### config.mk
export PLATFORM = sky130hd
export DESIGN_NAME = fetch_unit
export DESIGN_NICKNAME = d
export VERILOG_FILES = /design/src/hw/fetch_pkg.sv /design/src/hw/lane_decode.sv /design/src/hw/line_cache.sv /design/src/hw/prefetch_ctrl.sv /design/src/hw/inflight_window.sv /design/src/hw/mem_access_pipe.sv /design/src/hw/fetch_unit.sv
export SDC_FILE = /design/constraint.sdc
export NUM_CORES = 2
export LEC_CHECK = 0
export BUFFER_PORTS_ARGS = -buffer_cell sky130_fd_sc_hd__buf_2
export CAP_MARGIN = 15
export CORE_UTILIZATION = 30
export CTS_CLUSTER_SIZE = 40
export DETAILED_ROUTE_END_ITERATION = 10
export GPL_TIMING_DRIVEN = 0
export PLACE_DENSITY_LB_ADDON = 0.2
export SLEW_MARGIN = 15
export SYNTH_ARGS = -nofsm -noshare
export SYNTH_HDL_FRONTEND = slang
export SYNTH_SLANG_ARGS = --single-unit
### constraint.sdc
create_clock -name clk -period 9.3 [get_ports clk]
set_input_delay 0 -clock clk [delete_from_list [all_inputs] [get_ports clk]]
set_output_delay 0 -clock clk [all_outputs]
set_load 0.02 [all_outputs]
### src/hw/fetch_pkg.sv
package fetch_pkg;

    localparam int inst_w = 32;
    localparam int words_per_line = 4;
    localparam int line_w = inst_w * words_per_line;
    localparam int line_addr_w = 10;

    // pc field positions
    localparam int sel_lsb = 2;
    localparam int key_lsb = 4;

    typedef logic [31:0] word_t;
    typedef logic [inst_w-1:0] inst_t;
    typedef logic [$clog2(words_per_line)-1:0] word_sel_t;
    typedef logic [line_addr_w-1:0] line_addr_t;

    // word 0 sits in the low bits
    typedef logic [line_w-1:0] line_t;

    typedef struct packed {
        logic       valid;
        line_addr_t addr;
    } mem_req_t;

    typedef struct packed {
        logic       valid;
        line_addr_t key;
        line_t      data;
    } line_fill_t;

    typedef enum logic [1:0] {
        st_idle,
        st_stream,
        st_hold
    } ctrl_state_t;

endpackage

### src/hw/lane_decode.sv
`timescale 1ns/10ps

module lane_decode import fetch_pkg::*; #(
    parameter int LANES = 2
) (
    input  logic [LANES-1:0] order,
    input  word_t            pc [LANES],
    input  logic [LANES-1:0] hit,
    input  line_t            lines [LANES],
    output line_addr_t       key [LANES],
    output logic [LANES-1:0] done,
    output inst_t            instr [LANES],
    output logic             miss,
    output line_addr_t       miss_addr,
    output logic             last_valid,
    output line_addr_t       last_served
);

    for (genvar i = 0; i < LANES; i++) begin : g_lane
        word_sel_t offset;
        inst_t     words [words_per_line];

        assign key[i] = pc[i][key_lsb +: line_addr_w];
        assign offset = pc[i][sel_lsb +: $bits(word_sel_t)];

        for (genvar w = 0; w < words_per_line; w++) begin : g_word
            assign words[w] = lines[i][w*inst_w +: inst_w];
        end

        assign instr[i] = words[offset];
        assign done[i] = order[i] & hit[i];
    end

    // lowest ordered lane that missed wins
    always_comb begin
        miss = 1'b0;
        miss_addr = '0;
        for (int i = LANES - 1; i >= 0; i--) begin
            if (order[i] && !hit[i]) begin
                miss = 1'b1;
                miss_addr = key[i];
            end
        end
    end

    // highest lane served this cycle
    always_comb begin
        last_valid = 1'b0;
        last_served = '0;
        for (int i = 0; i < LANES; i++) begin
            if (order[i] && hit[i]) begin
                last_valid = 1'b1;
                last_served = key[i];
            end
        end
    end

endmodule

### src/hw/line_cache.sv
`timescale 1ns/10ps

module line_cache import fetch_pkg::*; #(
    parameter int LANES = 2,
    parameter int DEPTH = 8
) (
    input  logic             clk,
    input  logic             reset,
    input  line_fill_t       fill,
    input  line_addr_t       key [LANES],
    output logic [LANES-1:0] hit,
    output line_t            lines [LANES]
);

    localparam int ptr_w = (DEPTH > 1) ? $clog2(DEPTH) : 1;

    logic [DEPTH-1:0] valid;
    line_addr_t       tags [DEPTH];
    line_t            data [DEPTH];
    logic [ptr_w-1:0] rr_ptr;
    logic             fill_present;
    logic [ptr_w-1:0] fill_slot;

    // every lane against every entry
    always_comb begin
        for (int l = 0; l < LANES; l++) begin
            hit[l] = 1'b0;
            lines[l] = '0;
            for (int e = 0; e < DEPTH; e++) begin
                if (valid[e] && tags[e] == key[l]) begin
                    hit[l] = 1'b1;
                    lines[l] = lines[l] | data[e];
                end
            end
        end
    end

    // rewrite in place if the line is already held
    always_comb begin
        fill_present = 1'b0;
        fill_slot = rr_ptr;
        for (int e = 0; e < DEPTH; e++) begin
            if (valid[e] && tags[e] == fill.key) begin
                fill_present = 1'b1;
                fill_slot = ptr_w'(e);
            end
        end
    end

    always_ff @(posedge clk) begin
        if (reset) begin
            valid <= '0;
            rr_ptr <= '0;
        end else if (fill.valid) begin
            valid[fill_slot] <= 1'b1;
            if (!fill_present) begin
                if (rr_ptr == ptr_w'(DEPTH - 1)) begin
                    rr_ptr <= '0;
                end else begin
                    rr_ptr <= rr_ptr + 1'b1;
                end
            end
        end
    end

    always_ff @(posedge clk) begin
        if (fill.valid) begin
            tags[fill_slot] <= fill.key;
            data[fill_slot] <= fill.data;
        end
    end

endmodule

### src/hw/prefetch_ctrl.sv
`timescale 1ns/10ps

module prefetch_ctrl import fetch_pkg::*; (
    input  logic       clk,
    input  logic       reset,
    input  logic       miss,
    input  line_addr_t miss_addr,
    input  logic       last_valid,
    input  line_addr_t last_served,
    input  logic       busy_miss,
    input  logic       busy_next,
    output line_addr_t probe_miss,
    output line_addr_t probe_next,
    output mem_req_t   req
);

    ctrl_state_t state;
    ctrl_state_t state_d;
    line_addr_t  last_q;
    logic        new_line;
    logic        take_miss;
    logic        take_next;

    assign probe_miss = miss_addr;
    assign probe_next = last_q + 1'b1;

    // any served line counts as new when coming out of idle
    assign new_line = last_valid && (state == st_idle || last_served != last_q);

    // refill beats prefetch
    assign take_miss = miss && !busy_miss;
    assign take_next = (state == st_stream) && !take_miss && !busy_next;

    always_comb begin
        state_d = state;
        case (state)
            st_idle: begin
                if (new_line) state_d = st_stream;
            end
            st_stream: begin
                // next line requested, or already on its way
                if (!new_line && (take_next || busy_next)) state_d = st_hold;
            end
            st_hold: begin
                if (new_line) state_d = st_stream;
            end
            default: state_d = st_idle;
        endcase
    end

    always_ff @(posedge clk) begin
        if (reset) begin
            state <= st_idle;
            last_q <= '0;
            req.valid <= 1'b0;
        end else begin
            state <= state_d;
            if (last_valid) last_q <= last_served;
            req.valid <= take_miss || take_next;
        end
        req.addr <= take_miss ? miss_addr : probe_next;
    end

endmodule

### src/hw/inflight_window.sv
`timescale 1ns/10ps

module inflight_window import fetch_pkg::*; #(
    parameter int MEM_LATENCY = 2
) (
    input  logic       clk,
    input  logic       reset,
    input  mem_req_t   req,
    input  line_addr_t probe_miss,
    input  line_addr_t probe_next,
    output logic       busy_miss,
    output logic       busy_next
);

    localparam int win_len = MEM_LATENCY + 2;

    // the live request is the first slot, the rest are aged copies
    mem_req_t aged [win_len-1];

    always_ff @(posedge clk) begin
        aged[0].addr <= req.addr;
        for (int k = 1; k < win_len - 1; k++) begin
            aged[k].addr <= aged[k-1].addr;
        end
        if (reset) begin
            for (int k = 0; k < win_len - 1; k++) begin
                aged[k].valid <= 1'b0;
            end
        end else begin
            aged[0].valid <= req.valid;
            for (int k = 1; k < win_len - 1; k++) begin
                aged[k].valid <= aged[k-1].valid;
            end
        end
    end

    always_comb begin
        busy_miss = req.valid && req.addr == probe_miss;
        busy_next = req.valid && req.addr == probe_next;
        for (int k = 0; k < win_len - 1; k++) begin
            busy_miss = busy_miss | (aged[k].valid && aged[k].addr == probe_miss);
            busy_next = busy_next | (aged[k].valid && aged[k].addr == probe_next);
        end
    end

endmodule

### src/hw/mem_access_pipe.sv
`timescale 1ns/10ps

module mem_access_pipe import fetch_pkg::*; #(
    parameter int MEM_LATENCY = 2
) (
    input  logic       clk,
    input  logic       reset,
    input  mem_req_t   req,
    output logic       mem_read,
    output line_addr_t mem_addr,
    input  line_t      mem_line,
    output line_fill_t fill
);

    // tracks each read until its data comes back
    mem_req_t stage [MEM_LATENCY];

    assign mem_read = req.valid;
    assign mem_addr = req.addr;

    always_ff @(posedge clk) begin
        stage[0].addr <= req.addr;
        for (int k = 1; k < MEM_LATENCY; k++) begin
            stage[k].addr <= stage[k-1].addr;
        end
        if (reset) begin
            for (int k = 0; k < MEM_LATENCY; k++) begin
                stage[k].valid <= 1'b0;
            end
        end else begin
            stage[0].valid <= req.valid;
            for (int k = 1; k < MEM_LATENCY; k++) begin
                stage[k].valid <= stage[k-1].valid;
            end
        end
    end

    // mem_line lines up with the last stage
    always_ff @(posedge clk) begin
        if (reset) begin
            fill.valid <= 1'b0;
        end else begin
            fill.valid <= stage[MEM_LATENCY-1].valid;
        end
        fill.key <= stage[MEM_LATENCY-1].addr;
        fill.data <= mem_line;
    end

endmodule

### src/hw/fetch_unit.sv
`timescale 1ns/10ps

module fetch_unit import fetch_pkg::*; #(
    parameter int LANES = 2,
    parameter int DEPTH = 8,
    parameter int MEM_LATENCY = 2
) (
    input  logic             clk,
    input  logic             reset,
    input  logic [LANES-1:0] order,
    input  word_t            pc [LANES],
    output logic [LANES-1:0] done,
    output inst_t            instr [LANES],
    output logic             mem_read,
    output line_addr_t       mem_addr,
    input  line_t            mem_line
);

    line_addr_t       key [LANES];
    logic [LANES-1:0] hit;
    line_t            lines [LANES];
    logic             miss;
    line_addr_t       miss_addr;
    logic             last_valid;
    line_addr_t       last_served;
    line_addr_t       probe_miss;
    line_addr_t       probe_next;
    logic             busy_miss;
    logic             busy_next;
    mem_req_t         req;
    line_fill_t       fill;

    lane_decode #(
        .LANES(LANES)
    ) decode_i (
        .order(order),
        .pc(pc),
        .hit(hit),
        .lines(lines),
        .key(key),
        .done(done),
        .instr(instr),
        .miss(miss),
        .miss_addr(miss_addr),
        .last_valid(last_valid),
        .last_served(last_served)
    );

    line_cache #(
        .LANES(LANES),
        .DEPTH(DEPTH)
    ) cache_i (
        .clk(clk),
        .reset(reset),
        .fill(fill),
        .key(key),
        .hit(hit),
        .lines(lines)
    );

    prefetch_ctrl ctrl_i (
        .clk(clk),
        .reset(reset),
        .miss(miss),
        .miss_addr(miss_addr),
        .last_valid(last_valid),
        .last_served(last_served),
        .busy_miss(busy_miss),
        .busy_next(busy_next),
        .probe_miss(probe_miss),
        .probe_next(probe_next),
        .req(req)
    );

    inflight_window #(
        .MEM_LATENCY(MEM_LATENCY)
    ) window_i (
        .clk(clk),
        .reset(reset),
        .req(req),
        .probe_miss(probe_miss),
        .probe_next(probe_next),
        .busy_miss(busy_miss),
        .busy_next(busy_next)
    );

    mem_access_pipe #(
        .MEM_LATENCY(MEM_LATENCY)
    ) pipe_i (
        .clk(clk),
        .reset(reset),
        .req(req),
        .mem_read(mem_read),
        .mem_addr(mem_addr),
        .mem_line(mem_line),
        .fill(fill)
    );

endmodule

**Word level (Yosys, flattened, before mapping)**

Memories as Yosys holds them, arrays and structs flattened.
Index checks and enable logic that the tools add are counted.

- $add $sub $neg: 2
- Bitwise operators: 31
- Reductions and logical operators: 55
- $lt $le $gt $ge: 4
- Multiplexer cells: 79
- Eq/ne operators: 38

Operator list:

| kind | number |
|---|---|
| 128-bit 2-to-1 mux | 16 |
| 128-bit bitwise OR | 14 |
| 10-bit == test | 32 |
| 32-bit binary-select mux with 2-bit select | 2 |
| 32-bit 2-to-1 mux | 4 |
| 10-bit 2-to-1 mux | 5 |
| 1-bit logical AND | 42 |
| 1-bit 2-to-1 mux | 39 |
| 3-bit 2-to-1 mux | 9 |
| 1-bit bitwise OR | 11 |
| 10-bit by 1-bit adder with 10-bit output (second input constant) | 1 |
| 10-bit != test | 1 |
| 8-bit bitwise OR | 1 |
| 3-bit greater-or-equal comparator (second input constant) | 2 |
| 1-bit logical NOT | 6 |
| 2-bit inverter with 3-bit output | 2 |
| 3-bit by 4-bit < comparator with 1-bit output (second input constant) | 1 |
| 2-bit 2-to-1 mux | 2 |
| 2-bit one-hot mux with 2 select lines | 1 |
| 2-bit AND reduction | 2 |
| 3-bit by 1-bit adder with 3-bit output (second input constant) | 1 |
| 1-bit demux with 3-bit select | 1 |
| 3-bit == test (second input constant) | 1 |
| 3-bit by 1-bit greater-or-equal comparator with 1-bit output (second input constant) | 1 |
| 9 further kinds | 12 |

- Bits of input ports: 196
- Logic and storage cells: 222
- Memory bits (writable): 1159
- Bits in registers: 173
- Memories kept: 4
- Output and inout port bits: 77

Memories:

| name | depth | bits a word | read ports | clocked after Yosys merged registers in | wr ports | line | source |
|---|---|---|---|---|---|---|---|
| cache_i.data | 8 | 128 | 8 | 0 | 1 | line_cache.sv:19 | `line_t data [DEPTH];` |
| cache_i.tags | 8 | 10 | 8 | 0 | 1 | line_cache.sv:18 | `line_addr_t tags [DEPTH];` |
| window_i.aged | 3 | 11 | 3 | 0 | 3 | inflight_window.sv:18 | `mem_req_t aged [win_len-1];` |
| pipe_i.stage | 2 | 11 | 2 | 0 | 2 | mem_access_pipe.sv:16 | `mem_req_t stage [MEM_LATENCY];` |

**Depth between registers and ports, before layout**

An unclocked memory read counts as a cell.

- Depth in word-level cells: 29
- Depth in mapped cells: 15
- Gate-level depth less buffers: 12

**By module**

A second synthesis with hierarchy kept.

- Cell total of the unflattened synthesis: 3681
- Area total of the unflattened synthesis: 55570.8 µm²

By module, submodules not included:

| module | area each (µm²) | instances | cells an instance |
|---|---|---|---|
| line_cache | 47176.5 | 1 | 3056 |
| mem_access_pipe | 3324.4 | 1 | 175 |
| lane_decode | 2187.1 | 1 | 164 |
| inflight_window | 1732.9 | 1 | 170 |
| prefetch_ctrl | 1149.9 | 1 | 116 |

**Least setup slack after synthesis**

Ideal clock, no wire load.

- Path kind: reg-to-reg
- From: mem window_i.aged[0][22] in the netlist's numbering
- To: mem cache_i.data[2][0] in the netlist's numbering, enable pin
- Arrival: 8.071 ns
- Data required time: 8.661 ns
- Path buffers: 1
- Clock period less this slack: 8.710 ns
- Stages on the path, launching flop included: 12
- Path slack: 0.590 ns
- Cells stage by stage: dfxtp_1 clkbuf_1 xnor2_1 nand4_1 o31ai_1 nand2_1 nand2_1 nand2_1 a21bo_2 a21boi_0 inv_1 nor2_1

RTL lines:

| what | line |
|---|---|
| start, declared | inflight_window.sv:18 |
| end, declared | line_cache.sv:19 |

==> results.cfg <==
[timing]
post-route-min-period_ns = 6.28
final_setup_violations = 0
maximum_clock_frequency_mhz = 159
timing.final.hold_violations = 0
timing_worst_slew_pin_value_ns = 1.43
rsz0062_at_grt = no
final_setup_slack_of_the_worst_path_ns = 3.02
clock_skew_ns = 0.0704
worst_slew_margin_rel = 0.0488
final-max-slew-violation-count = 0
period_share = 0.675

[setup_path]
critical_path_peak_fanout = 10
cp-end-kind = output port
worstPathArrival_ns = 6.28
cp.required_ns = 9.30
reg2reg_depth = 15
critPathKind = reg2out
worst-r2r-setup-slack_ns = 3.36
crit_path_start_kind = flop

[power_and_ir_drop]
power.static_leakage_nw = 21.6
total_power_of_the_final_layout_w = 0.0133
worst_ir_drop_vdd_mv = 0.134
total_power_per_unit_cell_area_mw_per_mm2 = 195

[cells_and_area]
area_added_between_synthesis_and_finish_pct = 25.6
post_route_cells_drive_above_1_share = 0.142
layout.nets = 4686
nFillCells = 16929
finish.utilization = 0.381

[clocking]
insertion_delay_ns = 0.85
h_tree_depth = 4
cts_tree = done
ctsResizeCount = 0
clockBufferDepth = 3
cts.root.buffer_cell = sky130_fd_sc_hd__clkbuf_16
cts_buffers = 151
clk_pin_slew_worst_paths_ns = 0.06
post_cts_buffers = 0
cts.sinks = 1299
cts_hold_buf = 282

[synthesis]
netlist_area_before_placement_mm2 = 0.0542
synth_edf_count = 1104
synth_seq_area_share = 0.684
post_synth.cell_area_avg_um2 = 14.4
ys_types = 57
synthArstFlopShare = 0
postSynth.topFlopCell = sky130_fd_sc_hd__edfxtp_1
synthesis_warnings = 0
synthesis.instances = 3756
post_synthesis_net_count = 3955
postSynthRegisterBits = 1299

[floorplanning]
core_area_mm2 = 0.179
num_io_pins = 273
die_y_um = 427
rows = 155
die_area_mm2 = 0.182
initial_utilization = 0.303
floorplan.die.width_um = 427

[placement]
place.port_buffers = 226
finalWeightedCongestion = 0.956
dp_worst_setup_slack_ns = 3.49
dp.final_hpwl_um = 176000

[worst_hold_path]
worst_hold_path.num_cells = 4
worst_hold_path_type = in2reg

[routing]
initialDrtViolationCount = 8997
detailedRoute.firstPassIterationCount = 11
vias = 42993
route.met2.wl_um = 113000
topRoutingLayerUsed = met5
wl_um = 256000
wire_length_per_cell_um = 36.7
wl_met3_um = 32700
routedLengthMet1_um = 93800
routed_via_density = 6.17
number_of_drc_violations_after_detailed_routing = 3
detail-route-antenna-nets = 0

[global_route]
grt_use_total = 0.272
grt_first_pass_wirelength_um = 340000
grt_antenna_before_repair = 15
grt_start_max_net_pins = 22
via_count_of_the_first_global_routing_pass = 40858
grt_overflow_total = 0

[job]
cap_viol_max_count = 0

[outcome]
violations = design-rule violations
outcome = finished, violations left
==> state kept, by name (all words and copies together), names as in the netlist <==
register and flops:
pipe_i.fill 128, cache_i.tags 80, cache_i.rr_ptr 3, ctrl_i.state 2, ctrl_i.req 11, cache_i.data 1024, cache_i.valid 8, ctrl_i.last_q 10
window_i.aged 13, pipe_i.stage 20
==> layer usage <==
metal	GRT usage	vias up
met5	0	-
met4	0.154	6
met3	0.0773	719
met2	0.417	3586
met1	0.344	21574
li1	-	17108
==> cell families after synthesis <==
family | synth area share
DFF | 0.684
xor gates and xnor gates | 0.0541
AOI/OAI and AO/OA | 0.171
and+or+nand+nor | 0.0622
buffers and inverters | 0.0232
muxes | 0.00535
adders and majority gates | 0.000692
==> report_power, final <==
group / total [W] / internal [W] / leakage [nW] / switching (W)
registers: 0.00648 / 0.00637 / 11.6 / 0.000114
logic: 0.000596 / 0.000232 / 7.54 / 0.000364
clock network: 0.00619 / 0.00358 / 2.49 / 0.00261
==> through the flow <==
stage | instances | area, um^2 | hold slack, ns | TNS [ns]
after floorplan | 3756 | 54200 | 0.0277 | 0
after global placement | 6337 | 58300 | 0.102 | -8969.72
after detailed placement | 6407 | 60100 | 0.104 | 0
after CTS | 6967 | 68100 | 0.00377 | 0
after global routing | 6968 | 68100 | 0.0631 | 0
final | 6972 | 68100 | 0.0367 | 0
==> synth_stat cells, types with 15 or more instances <==
cell type	number	area, um^2
sky130_fd_sc_hd__clkbuf_1	270	1010
sky130_fd_sc_hd__buf_4	16	120
sky130_fd_sc_hd__a222oi_1	256	2560
sky130_fd_sc_hd__dfxtp_1	195	3900
sky130_fd_sc_hd__and3_1	136	851
sky130_fd_sc_hd__a311oi_1	64	561
sky130_fd_sc_hd__a31oi_1	70	438
sky130_fd_sc_hd__mux2i_1	21	210
sky130_fd_sc_hd__nand3_1	153	766
sky130_fd_sc_hd__xor2_1	47	412
sky130_fd_sc_hd__nor2_1	42	158
sky130_fd_sc_hd__a211oi_1	138	1040
sky130_fd_sc_hd__nand4_1	76	475
sky130_fd_sc_hd__nor3_1	27	135
sky130_fd_sc_hd__a22oi_1	514	3860
sky130_fd_sc_hd__buf_1	15	56.3
sky130_fd_sc_hd__a21o_1	64	480
sky130_fd_sc_hd__nand2_1	151	567
sky130_fd_sc_hd__edfxtp_1	1104	33200
sky130_fd_sc_hd__xnor2_1	288	2520
==> critical path: stages (launching register included) <==
cell,delay [ns]
sky130_fd_sc_hd__edfxtp_1,0.47
sky130_fd_sc_hd__xnor2_1,0.19
sky130_fd_sc_hd__nand4_1,0.18
sky130_fd_sc_hd__nor3_1,0.79
sky130_fd_sc_hd__clkbuf_1,0.94
sky130_fd_sc_hd__clkbuf_1,0.96
sky130_fd_sc_hd__a22oi_1,0.17
sky130_fd_sc_hd__and3_1,0.28
sky130_fd_sc_hd__a311oi_1,1.05
sky130_fd_sc_hd__a21o_1,0.23
sky130_fd_sc_hd__buf_2,0.19
==> cells in the final DEF, fill, tap and decap left out, drive strengths merged, types with 4 or more instances in the layout <==
master	Yosys	final
a211oi	138	138
a21boi	4	4
a21o	64	64
a21oi	9	9
a222oi	256	256
a22oi	514	514
a311oi	64	64
a31oi	71	71
and3	136	136
buf	39	334
bufinv	0	14
clkbuf	270	470
clkinv	0	50
clkinvlp	0	7
dfxtp	195	195
diode	0	5
dlygate4sd3	0	282
edfxtp	1104	1104
inv	6	14
mux2i	26	26
nand2	151	151
nand3	154	154
nand4	76	76
nor2	42	42
nor2b	7	7
nor3	38	38
nor4	9	9
o211a	5	5
o21ba	4	4
or3	7	7
or4	4	4
xnor2	288	288
xor2	47	47
==> area by class of cell <==
class	instances	area [um^2]	area share
diodes	5	12.5	0.000184
plain buffers	309	1280	0.0188
clock buffers	199	4160	0.0610
clock inverters	79	1020	0.0150
inverters	6	22.5	0.000331
multi-input cells	2142	16100	0.237
flip-flops and latches	1299	37100	0.544
well taps	2355	2950	0.0433
repair buffers	578	5500	0.0808
==> path summary, 6_finish.rpt <==
check | end | from
worst max register to register | cache_i.data[0][87] | window_i.aged[0][31]
worst min register to register | window_i.aged[0][20] | pipe_i.stage[0][9]
worst min-delay path | ctrl_i.req[3] | pc[39]
worst max-delay path | instr[5] | cache_i.tags[3][7]
(Power assumes the default switching activity.)
